## src/include/cache_cfg.svh

```systemverilog
`ifndef CACHE_CFG_SVH
`define CACHE_CFG_SVH

// bank geometry
`define CACHE_WORD_BYTES      4
`define CACHE_WORDS_PER_LINE  4
`define CACHE_NUM_SETS        16
`define CACHE_LINE_ADDR_BITS  12
`define CACHE_CORE_TAG_BITS   8

// derived widths
`define CACHE_WORD_BITS       (8 * `CACHE_WORD_BYTES)
`define CACHE_LINE_BYTES      (`CACHE_WORD_BYTES * `CACHE_WORDS_PER_LINE)
`define CACHE_LINE_BITS       (8 * `CACHE_LINE_BYTES)
`define CACHE_WSEL_BITS       $clog2(`CACHE_WORDS_PER_LINE)
`define CACHE_SET_BITS        $clog2(`CACHE_NUM_SETS)
`define CACHE_LINE_TAG_BITS   (`CACHE_LINE_ADDR_BITS - `CACHE_SET_BITS)

// queue depths
`define CACHE_CREQ_DEPTH      4
`define CACHE_CRSQ_DEPTH      4
`define CACHE_DREQ_DEPTH      4

`endif

```

## src/hw/cache_mem_pkg.sv

```systemverilog
`default_nettype none

`include "cache_cfg.svh"

package cache_mem_pkg;

    typedef logic [`CACHE_LINE_ADDR_BITS-1:0] line_addr_t;
    typedef logic [`CACHE_SET_BITS-1:0]       set_idx_t;
    typedef logic [`CACHE_LINE_TAG_BITS-1:0]  line_tag_t;
    typedef logic [`CACHE_LINE_BITS-1:0]      line_t;
    typedef logic [`CACHE_LINE_BYTES-1:0]     line_byteen_t;

    typedef struct packed {
        logic         rw;
        line_byteen_t byteen;
        line_addr_t   addr;
        line_t        data;
    } dram_req_t;

    // low bits pick the set, the rest is the tag
    function automatic set_idx_t set_of(line_addr_t addr);
        return addr[`CACHE_SET_BITS-1:0];
    endfunction

    function automatic line_tag_t tag_of(line_addr_t addr);
        return addr[`CACHE_LINE_ADDR_BITS-1:`CACHE_SET_BITS];
    endfunction

endpackage

`default_nettype wire

```

## src/hw/cache_core_pkg.sv

```systemverilog
`default_nettype none

`include "cache_cfg.svh"

package cache_core_pkg;

    typedef logic [`CACHE_WORD_BITS-1:0]     word_t;
    typedef logic [`CACHE_WSEL_BITS-1:0]     word_sel_t;
    typedef logic [`CACHE_WORD_BYTES-1:0]    word_byteen_t;
    typedef logic [`CACHE_CORE_TAG_BITS-1:0] core_tag_t;

    typedef struct packed {
        logic                     rw;
        cache_mem_pkg::line_addr_t addr;
        word_sel_t                wsel;
        word_byteen_t             byteen;
        word_t                    data;
        core_tag_t                tag;
    } core_req_t;

    // tag is echoed back unchanged
    typedef struct packed {
        word_t     data;
        core_tag_t tag;
    } core_rsp_t;

endpackage

`default_nettype wire

```

## src/hw/cache_fifo.sv

```systemverilog
`timescale 1ns/1ps
`default_nettype none

module cache_fifo #(
    parameter type payload_t = logic,
    parameter int  DEPTH     = 4
) (
    input  wire logic     clk,
    input  wire logic     rst_n,
    input  wire logic     push,
    input  wire logic     pop,
    input  wire payload_t data_in,
    output payload_t      data_out,
    output logic          empty,
    output logic          full,
    output logic          alm_full
);

    localparam int PTR_W = (DEPTH > 1) ? $clog2(DEPTH) : 1;
    localparam int CNT_W = $clog2(DEPTH + 1);

    payload_t         mem [DEPTH];
    logic [PTR_W-1:0] rd_ptr;
    logic [PTR_W-1:0] wr_ptr;
    logic [CNT_W-1:0] count;
    logic             do_push;
    logic             do_pop;

    function automatic logic [PTR_W-1:0] next_ptr(logic [PTR_W-1:0] ptr);
        return (ptr == PTR_W'(DEPTH - 1)) ? '0 : ptr + 1'b1;
    endfunction

    assign do_push = push && !full;
    assign do_pop  = pop && !empty;

    always_ff @(posedge clk or negedge rst_n) begin
        if (!rst_n) begin
            rd_ptr <= '0;
            wr_ptr <= '0;
            count  <= '0;
        end else begin
            if (do_push)
                wr_ptr <= next_ptr(wr_ptr);
            if (do_pop)
                rd_ptr <= next_ptr(rd_ptr);
            if (do_push && !do_pop)
                count <= count + 1'b1;
            else if (do_pop && !do_push)
                count <= count - 1'b1;
        end
    end

    always_ff @(posedge clk) begin
        if (do_push)
            mem[wr_ptr] <= data_in;
    end

    assign data_out = mem[rd_ptr];
    assign empty    = (count == '0);
    assign full     = (count == CNT_W'(DEPTH));
    // two free entries or fewer
    assign alm_full = (count >= CNT_W'(DEPTH - 2));

endmodule

`default_nettype wire

```

## src/hw/cache_tag_store.sv

```systemverilog
`timescale 1ns/1ps
`default_nettype none

`include "cache_cfg.svh"

module cache_tag_store (
    input  wire logic                      clk,
    input  wire logic                      rst_n,
    input  wire cache_mem_pkg::line_addr_t lookup_addr,
    input  wire logic                      fill,
    output logic                           hit
);

    import cache_mem_pkg::*;

    logic [`CACHE_NUM_SETS-1:0] valid;
    line_tag_t                  tags [`CACHE_NUM_SETS];
    set_idx_t                   set_idx;
    line_tag_t                  lookup_tag;

    assign set_idx    = set_of(lookup_addr);
    assign lookup_tag = tag_of(lookup_addr);

    always_ff @(posedge clk or negedge rst_n) begin
        if (!rst_n) begin
            valid <= '0;
        end else if (fill) begin
            valid[set_idx] <= 1'b1;
        end
    end

    always_ff @(posedge clk) begin
        if (fill)
            tags[set_idx] <= lookup_tag;
    end

    // combinational compare in stage 0
    assign hit = valid[set_idx] && (tags[set_idx] == lookup_tag);

endmodule

`default_nettype wire

```

## src/hw/cache_data_store.sv

```systemverilog
`timescale 1ns/1ps
`default_nettype none

`include "cache_cfg.svh"

module cache_data_store (
    input  wire logic                        clk,
    input  wire cache_mem_pkg::line_addr_t   addr,
    input  wire logic                        write,
    input  wire cache_mem_pkg::line_byteen_t byteen,
    input  wire cache_mem_pkg::line_t        wdata,
    output cache_mem_pkg::line_t             rdata
);

    import cache_mem_pkg::*;

    line_t    lines [`CACHE_NUM_SETS];
    set_idx_t set_idx;
    line_t    merged;

    assign set_idx = set_of(addr);

    // keep old bytes where the enable is low
    always_comb begin
        merged = lines[set_idx];
        for (int b = 0; b < `CACHE_LINE_BYTES; b++) begin
            if (byteen[b])
                merged[b*8 +: 8] = wdata[b*8 +: 8];
        end
    end

    always_ff @(posedge clk) begin
        if (write)
            lines[set_idx] <= merged;
    end

    // whole line read in stage 1
    assign rdata = lines[set_idx];

endmodule

`default_nettype wire

```

## src/hw/cache_bank_sched.sv

```systemverilog
`timescale 1ns/1ps
`default_nettype none

module cache_bank_sched (
    input  wire logic                      clk,
    input  wire logic                      rst_n,
    input  wire logic                      creq_valid,
    input  wire cache_core_pkg::core_req_t creq,
    output logic                           creq_pop,
    input  wire logic                      dram_rsp_valid,
    output logic                           dram_rsp_ready,
    input  wire logic                      crsq_alm_full,
    input  wire logic                      dreq_alm_full,
    input  wire logic                      st0_read,
    input  wire logic                      st1_read,
    input  wire logic                      st1_fill_done,
    input  wire logic                      miss_park,
    input  wire cache_core_pkg::core_req_t miss_req,
    output logic                           issue_valid,
    output logic                           issue_fill,
    output cache_core_pkg::core_req_t      issue_req
);

    import cache_core_pkg::*;

    logic      slot_valid;
    logic      slot_fill_sent;
    logic      slot_filled;
    core_req_t slot_req;
    logic      fill_sel;
    logic      replay_sel;
    logic      core_sel;

    // accept the line once, while the parked read still waits for it
    assign dram_rsp_ready = slot_valid && !slot_fill_sent;

    assign fill_sel   = dram_rsp_valid && dram_rsp_ready;
    assign replay_sel = !fill_sel && slot_valid && slot_filled;
    assign core_sel   = !fill_sel && !replay_sel && creq_valid && !slot_valid
                     && !st0_read && !st1_read && !crsq_alm_full && !dreq_alm_full;

    assign creq_pop    = core_sel;
    assign issue_valid = fill_sel || replay_sel || core_sel;
    assign issue_fill  = fill_sel;
    // fill and replay both carry the parked read's address
    assign issue_req   = slot_valid ? slot_req : creq;

    always_ff @(posedge clk or negedge rst_n) begin
        if (!rst_n) begin
            slot_valid     <= 1'b0;
            slot_fill_sent <= 1'b0;
            slot_filled    <= 1'b0;
        end else if (miss_park) begin
            slot_valid     <= 1'b1;
            slot_fill_sent <= 1'b0;
            slot_filled    <= 1'b0;
        end else if (replay_sel) begin
            slot_valid     <= 1'b0;
            slot_fill_sent <= 1'b0;
            slot_filled    <= 1'b0;
        end else begin
            if (fill_sel)
                slot_fill_sent <= 1'b1;
            // line is installed once the fill leaves stage 1
            if (st1_fill_done)
                slot_filled <= 1'b1;
        end
    end

    always_ff @(posedge clk) begin
        if (miss_park)
            slot_req <= miss_req;
    end

endmodule

`default_nettype wire

```

## src/hw/cache_bank.sv

```systemverilog
`timescale 1ns/1ps
`default_nettype none

`include "cache_cfg.svh"

module cache_bank (
    input  wire logic                         clk,
    input  wire logic                         rst_n,
    input  wire logic                         core_req_valid,
    input  wire logic                         core_req_rw,
    input  wire cache_mem_pkg::line_addr_t    core_req_addr,
    input  wire cache_core_pkg::word_sel_t    core_req_wsel,
    input  wire cache_core_pkg::word_byteen_t core_req_byteen,
    input  wire cache_core_pkg::word_t        core_req_data,
    input  wire cache_core_pkg::core_tag_t    core_req_tag,
    output logic                              core_req_ready,
    output logic                              core_rsp_valid,
    output cache_core_pkg::word_t             core_rsp_data,
    output cache_core_pkg::core_tag_t         core_rsp_tag,
    input  wire logic                         core_rsp_ready,
    output logic                              dram_req_valid,
    output logic                              dram_req_rw,
    output cache_mem_pkg::line_byteen_t       dram_req_byteen,
    output cache_mem_pkg::line_addr_t         dram_req_addr,
    output cache_mem_pkg::line_t              dram_req_data,
    input  wire logic                         dram_req_ready,
    input  wire logic                         dram_rsp_valid,
    input  wire cache_mem_pkg::line_t         dram_rsp_data,
    output logic                              dram_rsp_ready
);

    import cache_mem_pkg::*;
    import cache_core_pkg::*;

    localparam int WORD_BITS = $bits(word_t);

    core_req_t    creq_in;
    core_req_t    creq_out;
    logic         creq_full;
    logic         creq_empty;
    logic         creq_pop;
    core_rsp_t    crsq_in;
    core_rsp_t    crsq_out;
    logic         crsq_push;
    logic         crsq_empty;
    logic         crsq_alm_full;
    dram_req_t    dreq_in;
    dram_req_t    dreq_out;
    logic         dreq_push;
    logic         dreq_empty;
    logic         dreq_alm_full;
    logic         issue_valid;
    logic         issue_fill;
    core_req_t    issue_req;
    logic         st0_valid;
    logic         st0_fill;
    logic         st0_hit;
    core_req_t    st0_req;
    line_t        st0_data;
    logic         st1_valid;
    logic         st1_fill;
    logic         st1_hit;
    core_req_t    st1_req;
    line_t        st1_data;
    line_t        st1_rdata;
    logic         st1_core;
    logic         st1_rd_hit;
    logic         st1_rd_miss;
    logic         st1_wr;
    logic         st1_fill_done;
    line_byteen_t st1_line_byteen;

    assign creq_in = '{rw: core_req_rw, addr: core_req_addr, wsel: core_req_wsel,
                       byteen: core_req_byteen, data: core_req_data, tag: core_req_tag};
    assign core_req_ready = !creq_full;

    cache_fifo #(.payload_t(core_req_t), .DEPTH(`CACHE_CREQ_DEPTH)) core_req_queue (
        .clk      (clk),
        .rst_n    (rst_n),
        .push     (core_req_valid && core_req_ready),
        .pop      (creq_pop),
        .data_in  (creq_in),
        .data_out (creq_out),
        .empty    (creq_empty),
        .full     (creq_full),
        .alm_full ()
    );

    cache_bank_sched sched (
        .clk            (clk),
        .rst_n          (rst_n),
        .creq_valid     (!creq_empty),
        .creq           (creq_out),
        .creq_pop       (creq_pop),
        .dram_rsp_valid (dram_rsp_valid),
        .dram_rsp_ready (dram_rsp_ready),
        .crsq_alm_full  (crsq_alm_full),
        .dreq_alm_full  (dreq_alm_full),
        .st0_read       (st0_valid && !st0_fill && !st0_req.rw),
        .st1_read       (st1_valid && !st1_fill && !st1_req.rw),
        .st1_fill_done  (st1_fill_done),
        .miss_park      (st1_rd_miss),
        .miss_req       (st1_req),
        .issue_valid    (issue_valid),
        .issue_fill     (issue_fill),
        .issue_req      (issue_req)
    );

    always_ff @(posedge clk or negedge rst_n) begin
        if (!rst_n) begin
            st0_valid <= 1'b0;
            st0_fill  <= 1'b0;
            st1_valid <= 1'b0;
            st1_fill  <= 1'b0;
        end else begin
            st0_valid <= issue_valid;
            st0_fill  <= issue_valid && issue_fill;
            st1_valid <= st0_valid;
            st1_fill  <= st0_fill;
        end
    end

    // fill line or the core word copied across the line
    always_ff @(posedge clk) begin
        st0_req  <= issue_req;
        st0_data <= issue_fill ? dram_rsp_data : {`CACHE_WORDS_PER_LINE{issue_req.data}};
        st1_req  <= st0_req;
        st1_data <= st0_data;
        st1_hit  <= st0_hit;
    end

    cache_tag_store tag_store (
        .clk         (clk),
        .rst_n       (rst_n),
        .lookup_addr (st0_req.addr),
        .fill        (st0_valid && st0_fill),
        .hit         (st0_hit)
    );

    assign st1_core      = st1_valid && !st1_fill;
    assign st1_rd_hit    = st1_core && !st1_req.rw && st1_hit;
    assign st1_rd_miss   = st1_core && !st1_req.rw && !st1_hit;
    assign st1_wr        = st1_core && st1_req.rw;
    assign st1_fill_done = st1_valid && st1_fill;

    always_comb begin
        st1_line_byteen = '0;
        st1_line_byteen[st1_req.wsel*`CACHE_WORD_BYTES +: `CACHE_WORD_BYTES] = st1_req.byteen;
    end

    cache_data_store data_store (
        .clk    (clk),
        .addr   (st1_req.addr),
        .write  (st1_fill_done || (st1_wr && st1_hit)),
        .byteen (st1_fill ? {`CACHE_LINE_BYTES{1'b1}} : st1_line_byteen),
        .wdata  (st1_data),
        .rdata  (st1_rdata)
    );

    assign crsq_push = st1_rd_hit;
    assign crsq_in   = '{data: st1_rdata[st1_req.wsel*WORD_BITS +: WORD_BITS], tag: st1_req.tag};

    cache_fifo #(.payload_t(core_rsp_t), .DEPTH(`CACHE_CRSQ_DEPTH)) core_rsp_queue (
        .clk      (clk),
        .rst_n    (rst_n),
        .push     (crsq_push),
        .pop      (core_rsp_valid && core_rsp_ready),
        .data_in  (crsq_in),
        .data_out (crsq_out),
        .empty    (crsq_empty),
        .full     (),
        .alm_full (crsq_alm_full)
    );

    assign core_rsp_valid = !crsq_empty;
    assign core_rsp_data  = crsq_out.data;
    assign core_rsp_tag   = crsq_out.tag;

    // write-through on every write, fill request on a read miss
    assign dreq_push = st1_rd_miss || st1_wr;
    assign dreq_in   = '{rw: st1_wr,
                         byteen: st1_wr ? st1_line_byteen : {`CACHE_LINE_BYTES{1'b1}},
                         addr: st1_req.addr, data: st1_data};

    cache_fifo #(.payload_t(dram_req_t), .DEPTH(`CACHE_DREQ_DEPTH)) dram_req_queue (
        .clk      (clk),
        .rst_n    (rst_n),
        .push     (dreq_push),
        .pop      (dram_req_valid && dram_req_ready),
        .data_in  (dreq_in),
        .data_out (dreq_out),
        .empty    (dreq_empty),
        .full     (),
        .alm_full (dreq_alm_full)
    );

    assign dram_req_valid  = !dreq_empty;
    assign dram_req_rw     = dreq_out.rw;
    assign dram_req_byteen = dreq_out.byteen;
    assign dram_req_addr   = dreq_out.addr;
    assign dram_req_data   = dreq_out.data;

endmodule

`default_nettype wire

```

## config.mk

```make
export PLATFORM = sky130hd
export DESIGN_NAME = cache_bank
export DESIGN_NICKNAME = d
export VERILOG_FILES = /design/src/hw/cache_mem_pkg.sv /design/src/hw/cache_core_pkg.sv /design/src/hw/cache_fifo.sv /design/src/hw/cache_tag_store.sv /design/src/hw/cache_data_store.sv /design/src/hw/cache_bank_sched.sv /design/src/hw/cache_bank.sv
export VERILOG_INCLUDE_DIRS = /design/src /design/src/include
export SDC_FILE = /design/constraint.sdc
export NUM_CORES = 2
export LEC_CHECK = 0
export ABC_AREA = 1
export BUFFER_PORTS_ARGS = -buffer_cell sky130_fd_sc_hd__buf_4
export CORE_MARGIN = 5
export CORE_UTILIZATION = 30
export CTS_BUF_LIST = sky130_fd_sc_hd__clkbuf_8
export DETAILED_ROUTE_END_ITERATION = 8
export PLACE_DENSITY = 0.43
export SETUP_SLACK_MARGIN = 0.4
export SLEW_MARGIN = 20
export SYNTH_ARGS = -nofsm -noshare
export SYNTH_HDL_FRONTEND = slang
export SYNTH_HIERARCHICAL = 1
export SYNTH_SLANG_ARGS = --single-unit
```

## constraint.sdc

```tcl
create_clock -name clk -period 10.2 [get_ports clk]
set_input_delay 2.04 -clock clk [delete_from_list [all_inputs] [get_ports clk]]
set_output_delay 2.04 -clock clk [all_outputs]
set_load 0.03 [all_outputs]
```

Word-level counts from Yosys, hierarchy flattened

Memories as Yosys holds them, arrays and structs flattened. A register that Yosys moved wholly into a read port is not among the register bits.
Cells that the tools add are included.

Order comparisons: 4
Bitwise operators: 2
Shifts and indexed selects: 3
Equality and inequality tests: 10
Muxes and demuxes: 54
Reduce and logical (&&, ||, !) cells: 77
$add $sub $neg: 13

Operators with widths:

| kind                    | number |
|---|---|
| $mux 128                | 1 |
| $mux 8                  | 16 |
| $shiftx 128x8->32       | 1 |
| $mux 59                 | 1 |
| $logic_and 1x1->1       | 39 |
| $neg 4->34              | 1 |
| $shift 4x34->16 const A | 1 |
| $shiftx 4x34->16        | 1 |
| $mux 16                 | 2 |
| $logic_not 1->1         | 25 |
| $mux 1                  | 20 |
| $mux 3                  | 6 |
| $and 16x16->16          | 1 |
| $or 16x16->16           | 1 |
| $add 2x1->2 const B     | 6 |
| $eq 2x2->1 const B      | 6 |
| $mux 2                  | 6 |
| $add 3x1->3 const B     | 3 |
| $eq 3x3->1 const B      | 3 |
| $logic_not 3->1         | 3 |
| $sub 3x1->3 const B     | 3 |
| $eq 8x8->1              | 1 |
| $reduce_bool 2->1       | 4 |
| $ge 3x2->1 const B      | 2 |
| other kinds (6)         | 10 |

Bits in writable memories: 3200
Register bits after elaboration: 478
Logic and storage cells: 206
Memories: 5
Output and inout bits: 201
Bits of input ports: 193

Memory list:

| memory             | depth | width | read ports | clocked after Yosys merged registers in | write ports | RTL line               | source |
|---|---|---|---|---|---|---|---|
| data_store.lines   | 16    | 128   | 1          | 1                                       | 1           | cache_data_store.sv:17 | `` line_t lines [`CACHE_NUM_SETS]; `` |
| dram_req_queue.mem | 4     | 157   | 1          | 0                                       | 1           | cache_fifo.sv:22       | `payload_t mem [DEPTH];` |
| core_req_queue.mem | 4     | 59    | 1          | 0                                       | 1           | cache_fifo.sv:22       |  |
| core_rsp_queue.mem | 4     | 40    | 1          | 0                                       | 1           | cache_fifo.sv:22       |  |
| tag_store.tags     | 16    | 8     | 1          | 1                                       | 1           | cache_tag_store.sv:17  | `` line_tag_t tags [`CACHE_NUM_SETS]; `` |

Depth between registers and ports, before layout

Depth in word-level cells: 18
Depth in mapped cells: 17
Mapped depth without buffers: 17

By module

The synthesis kept the hierarchy.

By module, submodules not included:

| module                       | times used | cells each | area an instance (sq um) | seq. area each (sq um) |
|---|---|---|---|---|
| cache_data_store             | 1          | 8395       | 86028.8                  | 61499.0 |
| cache_fifo at dram_req_queue | 1          | 1894       | 25658.4                  | 19033.3 |
| cache_bank                   | 1          | 1162       | 10913.0                  | 7607.3 |
| cache_fifo at core_req_queue | 1          | 750        | 9756.9                   | 7262.0 |
| cache_fifo at core_rsp_queue | 1          | 529        | 7106.8                   | 4979.8 |
| cache_tag_store              | 1          | 575        | 6045.8                   | 4244.1 |
| cache_bank_sched             | 1          | 275        | 2703.8                   | 1846.8 |

Worst setup path before layout

No wires, ideal clock.

Path type: register -> register
Start point: register st1_fill
End point: memory dram_req_queue/mem[0][0] (netlist bit), enable pin
Cell stages (with the launch flop): 6
Required time: 9.523 ns
Data arrival time: 7.403 ns
Clock period less this slack: 8.080 ns
Buffers on the path: 0
Setup time: 0.677 ns
Setup slack: 2.120 ns
Path through: dfrtp_1 -> inv_2 -> nand2_1 -> a21oi_1 -> nand2_1 -> nor2_1

Word-level cells in the longest chain between the ends: 8
Elaborated cells between the ends (all ways): 9
Those cells by class: 2 x mux; 7 x reduce/logical

Ends and longest elaborated chain:

| element                         | RTL line          | source |
|---|---|---|
| start, declared                 | cache_bank.sv:61  | `logic st1_fill;` |
| start signal, assigned          | cache_bank.sv:119 | `st1_fill <= st0_fill;` |
| $logic_not 1->1 *               | cache_bank.sv:140 | `assign st1_core = st1_valid && !st1_fill;` |
| $logic_and 1x1->1 *             | cache_bank.sv:140 |  |
| $logic_and 1x1->1 (2 in series) | cache_bank.sv:142 | `assign st1_rd_miss = st1_core && !st1_req.rw && !st1_hit;` |
| $logic_or 1x1->1 *              | cache_bank.sv:180 | `assign dreq_push = st1_rd_miss \|\| st1_wr;` |
| via dreq_push                   | cache_bank.sv:49  | `logic dreq_push;` |
| $logic_and 1x1->1 *             | cache_fifo.sv:33  | `assign do_push = push && !full;` |
| $mux 1 *                        | cache_fifo.sv:54  | `if (do_push)` |
| $mux 1 (not written as such) *  | cache_fifo.sv:55  | `mem[wr_ptr] <= data_in;` |
| end, declared                   | cache_fifo.sv:22  |  |

The timed path passes the listed nets; every way through them passes the cells marked *.

Worst setup path in the final report

Start point: register dram_req_queue.rd_ptr[1]
End point: output dram_req_addr[0]

Word-level cells in the longest chain between the ends: 1

Ends and longest elaborated chain:

| element                | RTL line         | source |
|---|---|---|
| start, declared        | cache_fifo.sv:23 | `logic [PTR_W-1:0] rd_ptr;` |
| start signal, assigned | cache_fifo.sv:45 | `rd_ptr <= next_ptr(rd_ptr);` |
| $mem_v2 4x157          | --               |  |
| end, declared          | cache_bank.sv:24 | `output cache_mem_pkg::line_addr_t dram_req_addr,` |

Every way passes these cells.

==> results.json <==
{
  "multi_input_area_um2": 35300,
  "worst-r2r-cell-count": 14,
  "vias": 97900,
  "layout-drive-gt1-share_pct": 10.2,
  "post-route-period-util_pct": 64.0,
  "dr.pass1.iters": 6,
  "rsz0062_at_grt": "no",
  "power_frac_seq_pct": 41.4,
  "ir_worst_vdd_mv": 0.224,
  "holdPathEnd": "st1_data[82]",
  "worstMarginPinSlew_ps": 1210,
  "syn_to_final_growth_pct": 14.0,
  "antenna_violating_nets_post_route": 0,
  "path_max_fanout": 62,
  "dieArea_um2": 508000,
  "dieWidth_um": 713,
  "syn_avg_cell_area_um2": 10.9,
  "yosysWarnings": 6,
  "totalWireLength_mm": 522,
  "ios": 394,
  "clock_sinks": 3678,
  "rr_startpoint": "dreq_in[128]",
  "cts_tree": "built",
  "combPwrFrac_pct": 36.0,
  "final_cell_mix": "nand2_1 (7368), edfxtp_1 (3259), inv_1 (982)",
  "grt_pass1_wl_mm": 727,
  "arrival_ps": 4490,
  "ff2ff_setup_slack_ps": 5040,
  "vias_per_cell": 4.64,
  "die_height_um": 713,
  "grt_usage_pct": 19.8,
  "nFillCells": 49800,
  "slew_violations": 0,
  "syn-cell-area_um2": 148000,
  "hpwl_mm": 307,
  "core_um2": 493000,
  "end_kind": "output port",
  "fin_worst_skew_ps": 96.0,
  "drt-initial-drc-count": 7798,
  "cts_root_buf": "clkbuf_8",
  "antenna_found_initial": 36,
  "grt_max_degree": 225,
  "cts_buffer_depth": 4,
  "worstSetupPathType": "reg -> out",
  "min_from": "st0_data[82]",
  "power.leakage_nw": 69.6,
  "max_slew_margin_pct": 19.5,
  "synthCells": 13600,
  "nNetsFinal": 14300,
  "required_ps": 8160,
  "p_int_mw": 32.1,
  "switchingPower_mw": 23.5,
  "num_rows": 258,
  "layout_commonest_cell": "nand2_1",
  "post_cts_resize_count": 0,
  "status": "finished, final reports clean",
  "fmax_mhz": 153,
  "hold_buffers": 0,
  "timing.setup.tns_ps": 0,
  "p_clk_share_pct": 22.6,
  "whs_path_depth": 0,
  "register_area_um2": 107000,
  "syn_nets": 13800,
  "grt_pass1_vias": 94000,
  "switching_share_pct": 42.2,
  "p_per_area_nw_per_um2": 329,
  "path_clk_slew_ps": 60,
  "hp-class": "reg -> reg",
  "place.gp.congestion": 0.791,
  "final_util_pct": 34.3,
  "period_needed_ps": 6530,
  "r2r_end": "core_rsp_queue/mem[0][15]",
  "hold_violations": 0,
  "floorplan.initialDensity_pct": 30.1,
  "cts_buffers": 628,
  "wl_per_cell_um": 24.7,
  "htree_levels": 6,
  "worst_setup_path_start_kind": "flip-flop",
  "drv_cap": 0,
  "worstSkewPairLatency_ps": 1220,
  "drc_errors": 0,
  "port-buffer-count": 393,
  "grt_overflow": 0,
  "finalSetupViolations": 0,
  "post_cts_buffers": 0
}
-- layout make-up --
class / instances / share of cell area (%)
Clock buffer: 701 / 5.71
Inverter: 770 / 1.74
Tap cell: 6500 / 4.81
Clock inverter: 412 / 1.13
Timing Repair Buffer: 559 / 2.68
Multi-Input combinational cell: 8473 / 20.9
Antenna cell: 13 / 0.0193
Sequential cell: 3678 / 63.0
-- power groups by stage --
stage | Clock [mW] | Sequential, mW | Combinational (mW)
after floorplan | 0 | 22.2 | 12.2
after global placement | 0 | 23.4 | 20.3
after detailed placement | 0 | 23.4 | 20.3
after CTS | 12.9 | 23.1 | 20.3
after global routing | 13.6 | 23.2 | 21.9
final | 12.6 | 23.0 | 20.1
-- worst max-delay path by stage --
stage | from | cells past startpoint | to | slack [ps]
6_report | dram_req_queue/rd_ptr[1] | 5 | dram_req_addr[0] | 3670
5_1_grt | dram_req_queue/rd_ptr[1] | 5 | dram_req_addr[0] | 3430
4_1_cts | dram_req_queue/rd_ptr[1] | 5 | dram_req_addr[0] | 3390
3_5_place_dp | dram_req_queue/rd_ptr[1] | 5 | dram_req_addr[0] | 4750
3_3_place_gp | dram_req_queue/rd_ptr[1] | 5 | dram_req_addr[0] | 4760
2_1_floorplan | st1_fill | 5 | dram_req_queue/mem[0][0] | 2120
-- through the flow --
step	hold WS, ps	worst slack, ps	total power [mW]	std cells	cell area [µm²]
floorplan	310	2120	34.4	13600	148000
global placement	310	4760	43.7	20000	157000
detailed placement	312	4750	43.7	20000	157000
CTS	305	3390	56.4	21100	169000
global route	324	3430	58.7	21100	169000
finish	308	3670	55.6	21100	169000
-- per-layer routing --
metal | vias up | track usage [%] | share of wire (%)
met1 | 49000 | 27.3 | 45
met3 | 631 | 2.56 | 4.3
met2 | 2320 | 32.9 | 48
met5 | - | 0 | 0.0052
met4 | 4 | 5.19 | 2.6
li1 | 45900 | - | -
-- critical path: stages, from the launching register on --
cell and delay, ps:
dfrtp_4 830, buf_4 770, buf_4 860, o211ai_1 210
nand2_1 290, buf_4 220
-- sequential cells by signal, summed over array words and instances, names as in the netlist, 3 cells and up --
| name | cells |
|---|---|
| dram_req_queue/count | 3 |
| tag_store/valid | 16 |
| core_req_queue/mem | 236 |
| st0_data | 128 |
| crsq_in | 8 |
| core_req_queue/count | 3 |
| tag_store/tags | 128 |
| core_rsp_queue/count | 3 |
| sched/slot_req | 59 |
| core_rsp_queue/mem | 160 |
| dram_req_queue/mem | 628 |
| data_store/lines | 2048 |
| st1_req | 39 |
| st1_data | 128 |
| dreq_in | 12 |
| st0_req | 59 |
Power figures use the tool's default switching activity.
